### src/common/ppu_pkg.sv
package ppu_pkg;

    //////////////////////////////
    // Display timing
    //////////////////////////////
    localparam logic [15:0] H_TOTAL      = 16'd456; // Dots per line
    localparam logic [15:0] H_SYNC_START = 16'd76;
    localparam logic [15:0] H_SYNC_LEN   = 16'd4;
    localparam logic [15:0] OAM_LEN      = 16'd80;  // Mode 2 slot
    localparam logic [15:0] XFER_LEN     = 16'd176; // Mode 3 slot
    localparam logic [7:0]  V_ACTIVE     = 8'd144;
    localparam logic [7:0]  V_SYNC_START = 8'd153;  // Active plus back porch
    localparam logic [7:0]  V_TOTAL      = 8'd154;

    //////////////////////////////
    // Fetch and display
    //////////////////////////////
    localparam int TILE_STEPS  = 8;
    localparam int VISIBLE_PIX = 160;
    localparam int FIFO_DEPTH  = 16;

    localparam logic [12:0] MAP_BASE_LO  = 13'h1800;
    localparam logic [12:0] MAP_BASE_HI  = 13'h1C00;
    localparam logic [12:0] TILE_BASE_LO = 13'h0800; // tile_sel = 0
    localparam logic [12:0] TILE_BASE_HI = 13'h0000; // tile_sel = 1

    //////////////////////////////
    // CPU bus map
    //////////////////////////////
    localparam logic [15:0] ADDR_LCDC = 16'hFF40;
    localparam logic [15:0] ADDR_STAT = 16'hFF41;
    localparam logic [15:0] ADDR_SCY  = 16'hFF42;
    localparam logic [15:0] ADDR_LY   = 16'hFF44;
    localparam logic [15:0] ADDR_LYC  = 16'hFF45;
    localparam logic [15:0] ADDR_BGP  = 16'hFF47;
    localparam logic [15:0] VRAM_LO   = 16'h8000;
    localparam logic [15:0] VRAM_HI   = 16'h9FFF;
    localparam logic [7:0]  BGP_RESET = 8'hFC;

    typedef enum logic [1:0] {
        HBLANK     = 2'd0,
        VBLANK     = 2'd1,
        OAM_SEARCH = 2'd2,
        XFER       = 2'd3
    } ppu_mode_t;

    // LCDC bit 7 down to bit 0
    typedef struct packed {
        logic lcd_en;
        logic win_map;  // Read back only
        logic win_en;   // Read back only
        logic tile_sel; // 1 selects tile data at 0x0000
        logic bg_map;   // 1 selects map at 0x1C00
        logic obj_size; // Read back only
        logic obj_en;   // Read back only
        logic bg_en;
    } lcdc_t;

    typedef struct packed {
        lcdc_t      lcdc;
        logic [7:0] scy;
        logic [7:0] bgp;
    } ppu_cfg_t;

    typedef struct packed {
        logic [8:0] h_count;
        logic [7:0] v_count;
        ppu_mode_t  mode;
    } line_pos_t;

    typedef struct packed {
        logic [15:0] addr;
        logic [7:0]  wdata;
        logic        rd;
        logic        wr;
    } bus_req_t;

    typedef struct packed {
        logic       load;
        logic [7:0] data_lo;
        logic [7:0] data_hi;
    } tile_row_t;

endpackage
### src/rtl/bg_render/pixel_fifo.sv
`timescale 1ns/1ps

module pixel_fifo
    import ppu_pkg::*;
(
    input  logic      clk,
    input  logic      rst,
    input  ppu_cfg_t  cfg,
    input  tile_row_t row,
    input  logic      shift,
    output logic [1:0] pixel,
    output logic      valid
);

    logic [15:0][1:0] fifo;  // Entry 15 leaves first
    logic [7:0][1:0]  ids;
    logic [1:0]       head_id;
    logic [7:0]       cnt;   // Shifts since the start of XFER

    // Low-byte bit is the upper id bit, bit 7 is the leftmost pixel
    always_comb
    begin
        for (int i = 0; i < 8; i++)
            ids[i] = {row.data_lo[i], row.data_hi[i]};
    end

    assign head_id = cfg.lcdc.bg_en ? fifo[15] : 2'b00;

    always_ff @(posedge clk)
    begin
        if (shift)
        begin
            fifo  <= row.load ? {fifo[14:7], ids} : {fifo[14:0], 2'b00};
            pixel <= cfg.bgp[{head_id, 1'b0} +: 2]; // BGP lookup
        end
    end

    always_ff @(posedge clk)
    begin
        if (rst)
        begin
            cnt   <= '0;
            valid <= 1'b0;
        end
        else
        begin
            valid <= shift && (cnt >= FIFO_DEPTH) && (cnt < FIFO_DEPTH + VISIBLE_PIX);
            if (!shift)
                cnt <= '0; // New line
            else if (cnt < FIFO_DEPTH + VISIBLE_PIX)
                cnt <= cnt + 8'd1;
        end
    end

endmodule

### config.mk
export PLATFORM = sky130hd
export DESIGN_NAME = pixel_fifo
export DESIGN_NICKNAME = d
export VERILOG_FILES = /design/src/common/ppu_pkg.sv /design/src/rtl/bg_render/pixel_fifo.sv
export SDC_FILE = /design/constraint.sdc
export NUM_CORES = 1
export LEC_CHECK = 0
export BUFFER_PORTS_ARGS = -buffer_cell sky130_fd_sc_hd__buf_2
export CELL_PAD_IN_SITES_DETAIL_PLACEMENT = 1
export CELL_PAD_IN_SITES_GLOBAL_PLACEMENT = 2
export CORE_MARGIN = 2
export CORE_UTILIZATION = 30
export CTS_BUF_LIST = sky130_fd_sc_hd__clkbuf_8
export DETAILED_ROUTE_END_ITERATION = 8
export GPL_TIMING_DRIVEN = 0
export HOLD_SLACK_MARGIN = 0.1
export PLACE_DENSITY_LB_ADDON = 0.1
export SLEW_MARGIN = 20
export SYNTH_ARGS = -nofsm -noshare
export SYNTH_HDL_FRONTEND = slang
export SYNTH_SLANG_ARGS = --single-unit
### constraint.sdc
create_clock -name clk -period 3.94 [get_ports clk]
set_clock_uncertainty 0.05 [all_clocks]
set_input_delay 0.788 -clock clk [delete_from_list [all_inputs] [get_ports clk]]
set_output_delay 0.788 -clock clk [all_outputs]
set_load 0.005 [all_outputs]
==> out/qor.yml, run 1 <==
seq_power_share: 0.628
status: "finished, final reports clean"
start_kind: "input port"
max_freq_mhz: 464.7
ys_ff_latch: 43
viasPerCell: 4.644
hpwlAfterDp_um: 2141
min_path_type: "reg -> reg"
die_area_mm2: 0.006483
critPathMaxStageDelay_ns: 0.59
irDropWorstVdd_mv: 0.1561
seq_area_frac_synth: 0.6838
p_clk_frac: 0.309
area_growth_pct: 18.23
grtUsageTotal: 0.1054
start_util: 0.3152
async_flop_share: 0
cp.arrival_ns: 2.33
synth_cell_types: 24
grt_pass1_vias: 1055
fin_crit_ns: 2.152
die_w_um: 80.52
multi_input_area_um2: 525.5
htreeDepth: 2
antenna_found_initial: 0
num-nets-final: 198
path_cells: "buf_2, nand2b_1, or4_1, nand2_1"
synth_edf_count: 34
synth_ff_type: "edfxtp_1"
syn_inst: 115
cts_max_path_buffers: 2
design_area_mm2: 0.002077
cts_num_sinks: 43
rsz0062_at_grt: "false"
slew_headroom: 0.4830
cp_slowest_cell: "buf_2"
syn_area_mm2: 0.001757
clk_pin_slew_ns: 0.08
cts_tree: "done"
fin_crit_sh: 0.5462
die_height_um: 80.52
p_sw_frac: 0.2059
cap_violations: 0
power.internal_mw: 0.6662
crit_family: "simple AND/OR/NAND/NOR gates"
gp_congestion: 0.6970
dpl_cell_area_mm2: 0.001997
cts_hold_buffers: 0
worst_skew_pair.late_latency_ns: 0.28
vias: 1045
path_max_fanout: 36
drive_above_1_share: 0.3660
io_buffers: 30
drc: 0
seq_area_mm2: 0.001201
tightest_slew_ns: 0.7755
cp-end-kind: "flip-flop"
diodes: 0
leakage_nw: 0.7565
p_sw_mw: 0.1727
wl_per_cell_um: 13.65
cts-buffers-inserted: 5
grt_overflow_total: 0
syn_avg_cell_area_um2: 15.28
setup_viol: 0
grt_first_pass_wirelength_um: 5099
drt_iter0_drc: 47
post_cts_buffers: 0
power.density_mw_per_mm2: 403.9
num_rows: 27
drt_pass1_iterations: 3
synth_fp_nets: 161
grt_max_degree: 37
total_power_mw: 0.8389
power_frac_comb: 0.063
root_buffer: "clkbuf_8"
fin_tns_setup_ns: 0
path_buf_inv: 1
post_cts_resized: 0
slew_violations: 0
fill_cells: 599
critical_path_class: "in -> reg"
routed_wl_um: 3072
core-area_mm2: 0.005574
ys_warn_count: 0
num_io_pins: 47
worstPathRequired_ns: 4.12
hold_viol: 0
ant_nets: 0
## layout make-up
| class | instances | area share |
|---|---|---|
| flip-flops and latches | 43 | 0.5783 |
| multi-input cells | 65 | 0.2530 |
| repair buffers | 30 | 0.07229 |
| well taps | 72 | 0.04337 |
| clock buffers | 5 | 0.03313 |
| plain buffers | 4 | 0.009036 |
| clock inverters | 3 | 0.005422 |
| inverters | 3 | 0.005422 |
## registers in the layout (all words and copies together), names as in the netlist
name / count
cnt: 8
fifo: 32
pixel: 2
valid: 1
## layer usage
metal / vias to the layer above / global-route usage / routed length (um)
met5: - / 0 / 0
met4: 0 / 0.04068 / 23
met3: 2 / 0.03258 / 173
met2: 26 / 0.1633 / 1434
met1: 506 / 0.1375 / 1440
li1: 511 / - / -
## power groups by stage
| stage | Combinational, mW | Clock [mW] | Sequential (mW) |
|---|---|---|---|
| after floorplan | 0.0277 | 0 | 0.534 |
| after global placement | 0.0525 | 0 | 0.536 |
| after detailed placement | 0.0546 | 0 | 0.537 |
| after CTS | 0.0551 | 0.274 | 0.527 |
| after global routing | 0.0592 | 0.296 | 0.530 |
| final | 0.0533 | 0.259 | 0.526 |
## placed cells by master (no fill, tap or decap), drive strengths merged
cell type,instances
a2111o,2
o211ai,1
a21o,1
nand2,5
nor3,2
a22o,4
and2,3
edfxtp,34
clkinv,2
or4,1
dfxtp,9
a21oi,6
mux2,16
ha,2
nand4,1
nor2b,2
nand3,5
o21ai,6
mux2i,2
a2111oi,1
inv,4
buf,33
o41ai,1
clkbuf,6
nand2b,4
## worst paths after layout
kind | start | endpoint | slack, ns | cells past startpoint
worst max-delay path | shift | cnt[6]$_SDFFE_PP0N_ | 1.79 | 4
worst min-delay path | fifo[20]$_DFFE_PP_ | fifo[22]$_DFFE_PP_ | 0.37 | 0
worst max register to register | fifo[31]$_DFFE_PP_ | pixel[1]$_DFFE_PP_ | 2.48 | 3
worst min register to register | fifo[20]$_DFFE_PP_ | fifo[22]$_DFFE_PP_ | 0.37 | 0
## per-stage QoR
step | hold slack, ns | utilization | setup WS [ns] | instances
final | 0.3716 | 0.3726 | 1.788 | 225
after detailed placement | 0.3582 | 0.3582 | 1.414 | 217
after CTS | 0.3746 | 0.3726 | 1.728 | 225
after global placement | 0.3539 | 0.3582 | 1.498 | 217
after global routing | 0.3889 | 0.3726 | 1.668 | 225
after floorplan | 0.3503 | - | 2.152 | 115
## cell usage after synthesis (all sizes together), types with 2 or more instances
| cell type | n | area, um^2 |
|---|---|---|
| inv | 3 | 11.26 |
| ha | 2 | 25.02 |
| buf | 3 | 15.01 |
| nand2b | 4 | 25.02 |
| mux2i | 2 | 20.02 |
| a2111o | 2 | 22.52 |
| nor3 | 2 | 10.01 |
| mux2 | 16 | 180.2 |
| nor2b | 2 | 12.51 |
| nand3 | 5 | 25.02 |
| a21oi | 6 | 30.03 |
| and2 | 3 | 18.77 |
| nand2 | 5 | 18.77 |
| o21ai | 6 | 30.03 |
| edfxtp | 34 | 1021 |
| dfxtp | 9 | 180.2 |
| a22o | 4 | 35.03 |
## cells by family (layout without fill, tap and decap cells)
| group | count (synthesis) | in the layout | share of synthesized area |
|---|---|---|---|
| flops | 43 | 43 | 0.6838 |
| compound gates | 22 | 22 | 0.1004 |
| fa+ha+maj | 2 | 2 | 0.01424 |
| simple gates | 23 | 23 | 0.07051 |
| mux | 18 | 18 | 0.1140 |
| buf+inv | 7 | 45 | 0.01709 |
Power figures use the tool's default switching activity.
==> inputs of run 2 (changes only) <==
- clock period: 3.94 -> 1.84 ns (I/O delays scaled with it)
==> out/qor.yml, run 2 (synthesis results as in run 1) <==
die_area_mm2: 0.006483  # unchanged
wl_per_cell_um: 13.63  # -0.16%
fill_cells: 600  # +0.17%
path_max_fanout: 36  # unchanged
layout_common_cells: "edfxtp_1 (34), buf_2 (32), mux2_2 (16), dfxtp_1 (9)"
path_cells: "clkbuf_4, nand2b_1, or4_1, nand2_1"
grt_overflow_total: 0  # unchanged
root_buffer: "clkbuf_8"
hpwlAfterDp_um: 2141  # unchanged
cts_hold_buffers: 0  # unchanged
start_util: 0.3152  # unchanged
leakage_nw: 0.7572  # about the same
p_sw_frac: 0.2055  # -0.0004578
fin_crit_sh: 0.8112
grt_pass1_vias: 1055  # unchanged
grt_max_degree: 37  # unchanged
critPathMaxStageDelay_ns: 0.55  # -0.04 ns
cp.arrival_ns: 1.67  # -0.66 ns
rsz0062_at_grt: "false"
seq_power_share: 0.628  # about the same
worst_skew_pair.late_latency_ns: 0.28  # about the same
gp_congestion: 0.6970  # unchanged
diodes: 0  # unchanged
cap_violations: 0  # unchanged
utilization: 0.3731  # +0.0004490
largestRegisters: "fifo (32), cnt (8), pixel (2)"
post_cts_buffers: 0  # unchanged
antenna_found_initial: 0  # unchanged
die_height_um: 80.52  # unchanged
final_cells: 225  # unchanged
ant_nets: 0  # unchanged
power.internal_mw: 1.427  # +110%
largest_reg_flops: 32  # unchanged
drive_above_1_share: 0.3660  # unchanged
num_io_pins: 47  # unchanged
min_path_type: "in -> reg"
critical_path_class: "in -> reg"
num_rows: 27  # unchanged
dp.cells: 217  # unchanged
cts-buffers-inserted: 5  # unchanged
drt_iter0_drc: 47  # unchanged
final_common_cell: "edfxtp_1"
cp-end-kind: "flip-flop"
grtUsageTotal: 0.1054  # unchanged
clk_pin_slew_ns: 0.08  # about the same
crit_family: "simple AND/OR/NAND/NOR gates"
drc: 0  # unchanged
p_sw_mw: 0.3689  # +110%
vias: 1045  # unchanged
setup_viol: 0  # unchanged
cts_max_path_buffers: 2  # unchanged
hold_viol: 0  # unchanged
drt_pass1_iterations: 3  # unchanged
power_frac_comb: 0.064  # about the same
irDropWorstVdd_mv: 0.3329  # +110%
cp_slowest_cell: "or4_1"
io_buffers: 30  # unchanged
path_buf_inv: 1  # unchanged
die_w_um: 80.52  # unchanged
viasPerCell: 4.644  # unchanged
cts_tree: "done"
grt_first_pass_wirelength_um: 5099  # unchanged
core-area_mm2: 0.005574  # unchanged
slew_violations: 0  # unchanged
hold_ws_ns: 0.3146  # -0.05695 ns
num-nets-final: 198  # unchanged
tightest_slew_ns: 0.4751  # -0.3004 ns
slew_headroom: 0.6832  # +0.2003
htreeDepth: 2  # unchanged
area_growth_pct: 18.38
p_clk_frac: 0.309  # about the same
worstPathRequired_ns: 2.02  # -2.10 ns
status: "finished, final reports clean"
power.density_mw_per_mm2: 863.5  # +110%
dp_worst_setup_slack_ns: -0.2662  # -1.680 ns
cts_num_sinks: 43  # unchanged
fin_crit_ns: 1.493
max_freq_mhz: 670.0
layout_setup_ws_ns: 0.3474  # -1.441 ns
start_kind: "input port"
top_register: "fifo"
routed_wl_um: 3067  # -0.16%
[run 2: cell count changes in the layout (fill, tap and decap cells not counted), sizes merged]
cell | before | now
buf | 33 | 32
clkbuf | 6 | 7
[run 2: power by group through the flow]
stage	Clock (mW)	Combinational, mW	Sequential [mW]
floorplan	0	0.0593	1.14
detailed placement	0	0.117	1.15
global placement	0	0.112	1.15
global route	0.634	0.127	1.13
finish	0.554	0.115	1.13
CTS	0.587	0.118	1.13
[run 2: path summary, 6_finish.rpt]
check	depth (start not counted)	start	end	slack, ns
worst max-delay path	4	shift	cnt[6]$_SDFFE_PP0N_	0.35
worst min-delay path	2	row[0]	fifo[0]$_SDFFCE_PN0P_	0.31
worst max register to register	3	fifo[31]$_DFFE_PP_	pixel[1]$_DFFE_PP_	0.38
worst min register to register	0	fifo[20]$_DFFE_PP_	fifo[22]$_DFFE_PP_	0.37
[run 2: cell type report]
type | instances | area (um^2) | area share
buffer | 4 | 18.77 | 0.009025
multi-input combinational | 65 | 525.5 | 0.2527
clock inverter | 3 | 11.26 | 0.005415
clock buffer | 5 | 68.82 | 0.03309
sequential | 43 | 1201 | 0.5776
inverter | 3 | 11.26 | 0.005415
tap | 72 | 90.09 | 0.04332
timing repair buffer | 30 | 152.6 | 0.07341
[run 2: metrics by stage]
step / instance area [um^2] / power, mW / TNS, ns
detailed placement: 1997 / 1.268 / -0.9078
global placement: 1997 / 1.260 / -0.4808
CTS: 2077 / 1.834 / 0
floorplan: 1757 / 1.203 / 0
global route: 2079 / 1.896 / 0
finish: 2079 / 1.796 / 0
[run 2: timing repair]
| action | 4_1_cts | 5_1_grt |
|---|---|---|
| gates resized for setup | 0 | 1 |
| setup endpoints to repair | 0 | 1 |
| endpoints found under the hold margin | 0 | 0 |
[run 2: metal layers]
layer  up-vias  track usage  wire length, um
li1        511            -                -
met1       506       0.1375             1433
met2        26       0.1633             1436
met3         2      0.03258              174
met4         0      0.04068               23
met5         -            0                0
==> inputs of run 3 (changes only) <==
- clock period: 1.84 -> 1.45 ns (I/O delays scaled with it)
==> out/qor.yml, run 3 (synthesis results as in run 1) <==
start_kind: "flip-flop"
fin_crit_ns: 1.441
viasPerCell: 4.633  # -0.25%
start_util: 0.3152  # unchanged
clk_pin_slew_ns: 0.08  # about the same
worstPathRequired_ns: 1.44  # -0.58 ns
hold_viol: 0  # unchanged
critical_path_class: "reg -> reg"
setup_viol: 0  # unchanged
wl_per_cell_um: 13.77  # +1.1%
top_register: "fifo"
grt_pass1_vias: 1065  # +0.95%
slew_headroom: 0.7009  # +0.01769
layout_setup_ws_ns: 0.009337  # -0.3381 ns
vias: 1047  # +0.19%
drt_iter0_drc: 59  # +26%
multi_input_area_um2: 529.3  # +0.71%
min_path_type: "in -> reg"
fin_tns_setup_ns: 0  # unchanged
root_buffer: "clkbuf_8"
die_height_um: 80.52  # unchanged
ant_nets: 0  # unchanged
total_power_mw: 2.285  # +27%
reg2reg_from: "fifo[31]$_DFFE_PP_"
status: "finished, final reports clean"
area_growth_pct: 19.16
die_area_mm2: 0.006483  # unchanged
antenna_found_initial: 0  # unchanged
grt_overflow_total: 0  # unchanged
drt_pass1_iterations: 3  # unchanged
largest_reg_flops: 32  # unchanged
grtUsageTotal: 0.1056  # +0.0002384
core-area_mm2: 0.005574  # unchanged
power.density_mw_per_mm2: 1092  # +26%
fin_crit_sh: 0.9936
cts_num_sinks: 43  # unchanged
reg2reg_depth: 3  # unchanged
rsz0062_at_grt: "true"
gp_congestion: 0.6970  # unchanged
drive_above_1_share: 0.3831  # +0.01710
grt_first_pass_wirelength_um: 5119  # +0.39%
num_rows: 27  # unchanged
worstHoldPathCells: 2  # unchanged
hold_path.startpoint: "row[0]"
htreeDepth: 2  # unchanged
worst_skew_pair.late_latency_ns: 0.28  # about the same
cp-end-kind: "flip-flop"
final_common_cell: "edfxtp_1"
max_freq_mhz: 694.1
io_buffers: 30  # unchanged
cts-buffers-inserted: 5  # unchanged
leakage_nw: 0.7702  # +1.7%
rr_endpoint: "pixel[1]$_DFFE_PP_"
dp_worst_setup_slack_ns: -0.5782  # -0.3120 ns
irDropWorstVdd_mv: 0.4219  # +27%
grt_max_degree: 37  # unchanged
hpwlAfterDp_um: 2141  # unchanged
fill_cells: 604  # +0.67%
largestRegisters: "fifo (32), cnt (8), pixel (2)"
min_to: "fifo[0]$_SDFFCE_PN0P_"
diodes: 0  # unchanged
rrSetupSlack_ns: 0.009  # -0.37 ns
num-nets-final: 199  # +0.51%
cp.arrival_ns: 1.43  # -0.24 ns
tightest_slew_ns: 0.4486  # -0.02653 ns
cts_max_path_buffers: 2  # unchanged
cap_violations: 0  # unchanged
routed_wl_um: 3113  # +1.5%
drc: 0  # unchanged
layout_common_cells: "edfxtp_1 (34), buf_2 (32), mux2_2 (15), dfxtp_1 (8)"
cts_tree: "done"
seq_area_mm2: 0.001202  # +0.10%
die_w_um: 80.52  # unchanged
slew_violations: 0  # unchanged
path_max_fanout: 3  # -92%
num_io_pins: 47  # unchanged
## run 3: area by class of cell
type / count / area share
clock buffers: 5 / 0.03288
plain buffers: 4 / 0.009564
flip-flops and latches: 43 / 0.5744
multi-input cells: 65 / 0.2528
well taps: 72 / 0.04304
repair buffers: 31 / 0.07651
clock inverters: 3 / 0.005380
inverters: 3 / 0.005380
## run 3: timing repair
item	4_1_cts	5_1_grt
endpoints found under the hold margin	0	0
hold buffers	0	0
resized for setup	2	3
pin swaps	2	1
buffers inserted	1	0
setup endpoints to repair	8	4
## run 3: worst max-delay path by stage
stage,endpoint,cells past startpoint,from,slack (ns)
final,pixel[1]$_DFFE_PP_,3,fifo[31]$_DFFE_PP_,0.009
after global routing,pixel[1]$_DFFE_PP_,3,fifo[31]$_DFFE_PP_,-0.04
after CTS,pixel[1]$_DFFE_PP_,3,fifo[31]$_DFFE_PP_,-0.006
after detailed placement,cnt[6]$_SDFFE_PP0N_,4,shift,-0.58
after global placement,cnt[6]$_SDFFE_PP0N_,4,shift,-0.49
after floorplan,pixel[1]$_DFFE_PP_,3,fifo[31]$_DFFE_PP_,0.07
## run 3: per-layer routing
metal | part of all wire | up-vias | GRT usage
li1 | - | 512 | -
met1 | 0.47 | 507 | 0.1360
met2 | 0.47 | 26 | 0.1658
met3 | 0.054 | 2 | 0.03258
met4 | 0.0074 | 0 | 0.04068
met5 | 0 | - | 0
## run 3: metrics by stage
step	util	hold slack, ns	std cells	cell area (um^2)
after floorplan	-	0.3503	115	1757
after global placement	0.3582	0.3539	217	1997
after detailed placement	0.3582	0.3582	217	1997
after CTS	0.3751	0.2276	226	2091
after global routing	0.3755	0.2268	226	2093
final	0.3755	0.2370	226	2093
## run 3: critical path, cell delays in order (launching register included)
cell and delay (ns):
edfxtp_1 0.45, mux2_4 0.32, a22o_1 0.21, a22o_1 0.18
## run 3: where the power goes
group          leakage, nW  internal, mW  switching (mW)
clock               0.0444         0.322           0.382
sequential           0.406          1.41          0.0218
combinational        0.320        0.0835          0.0670
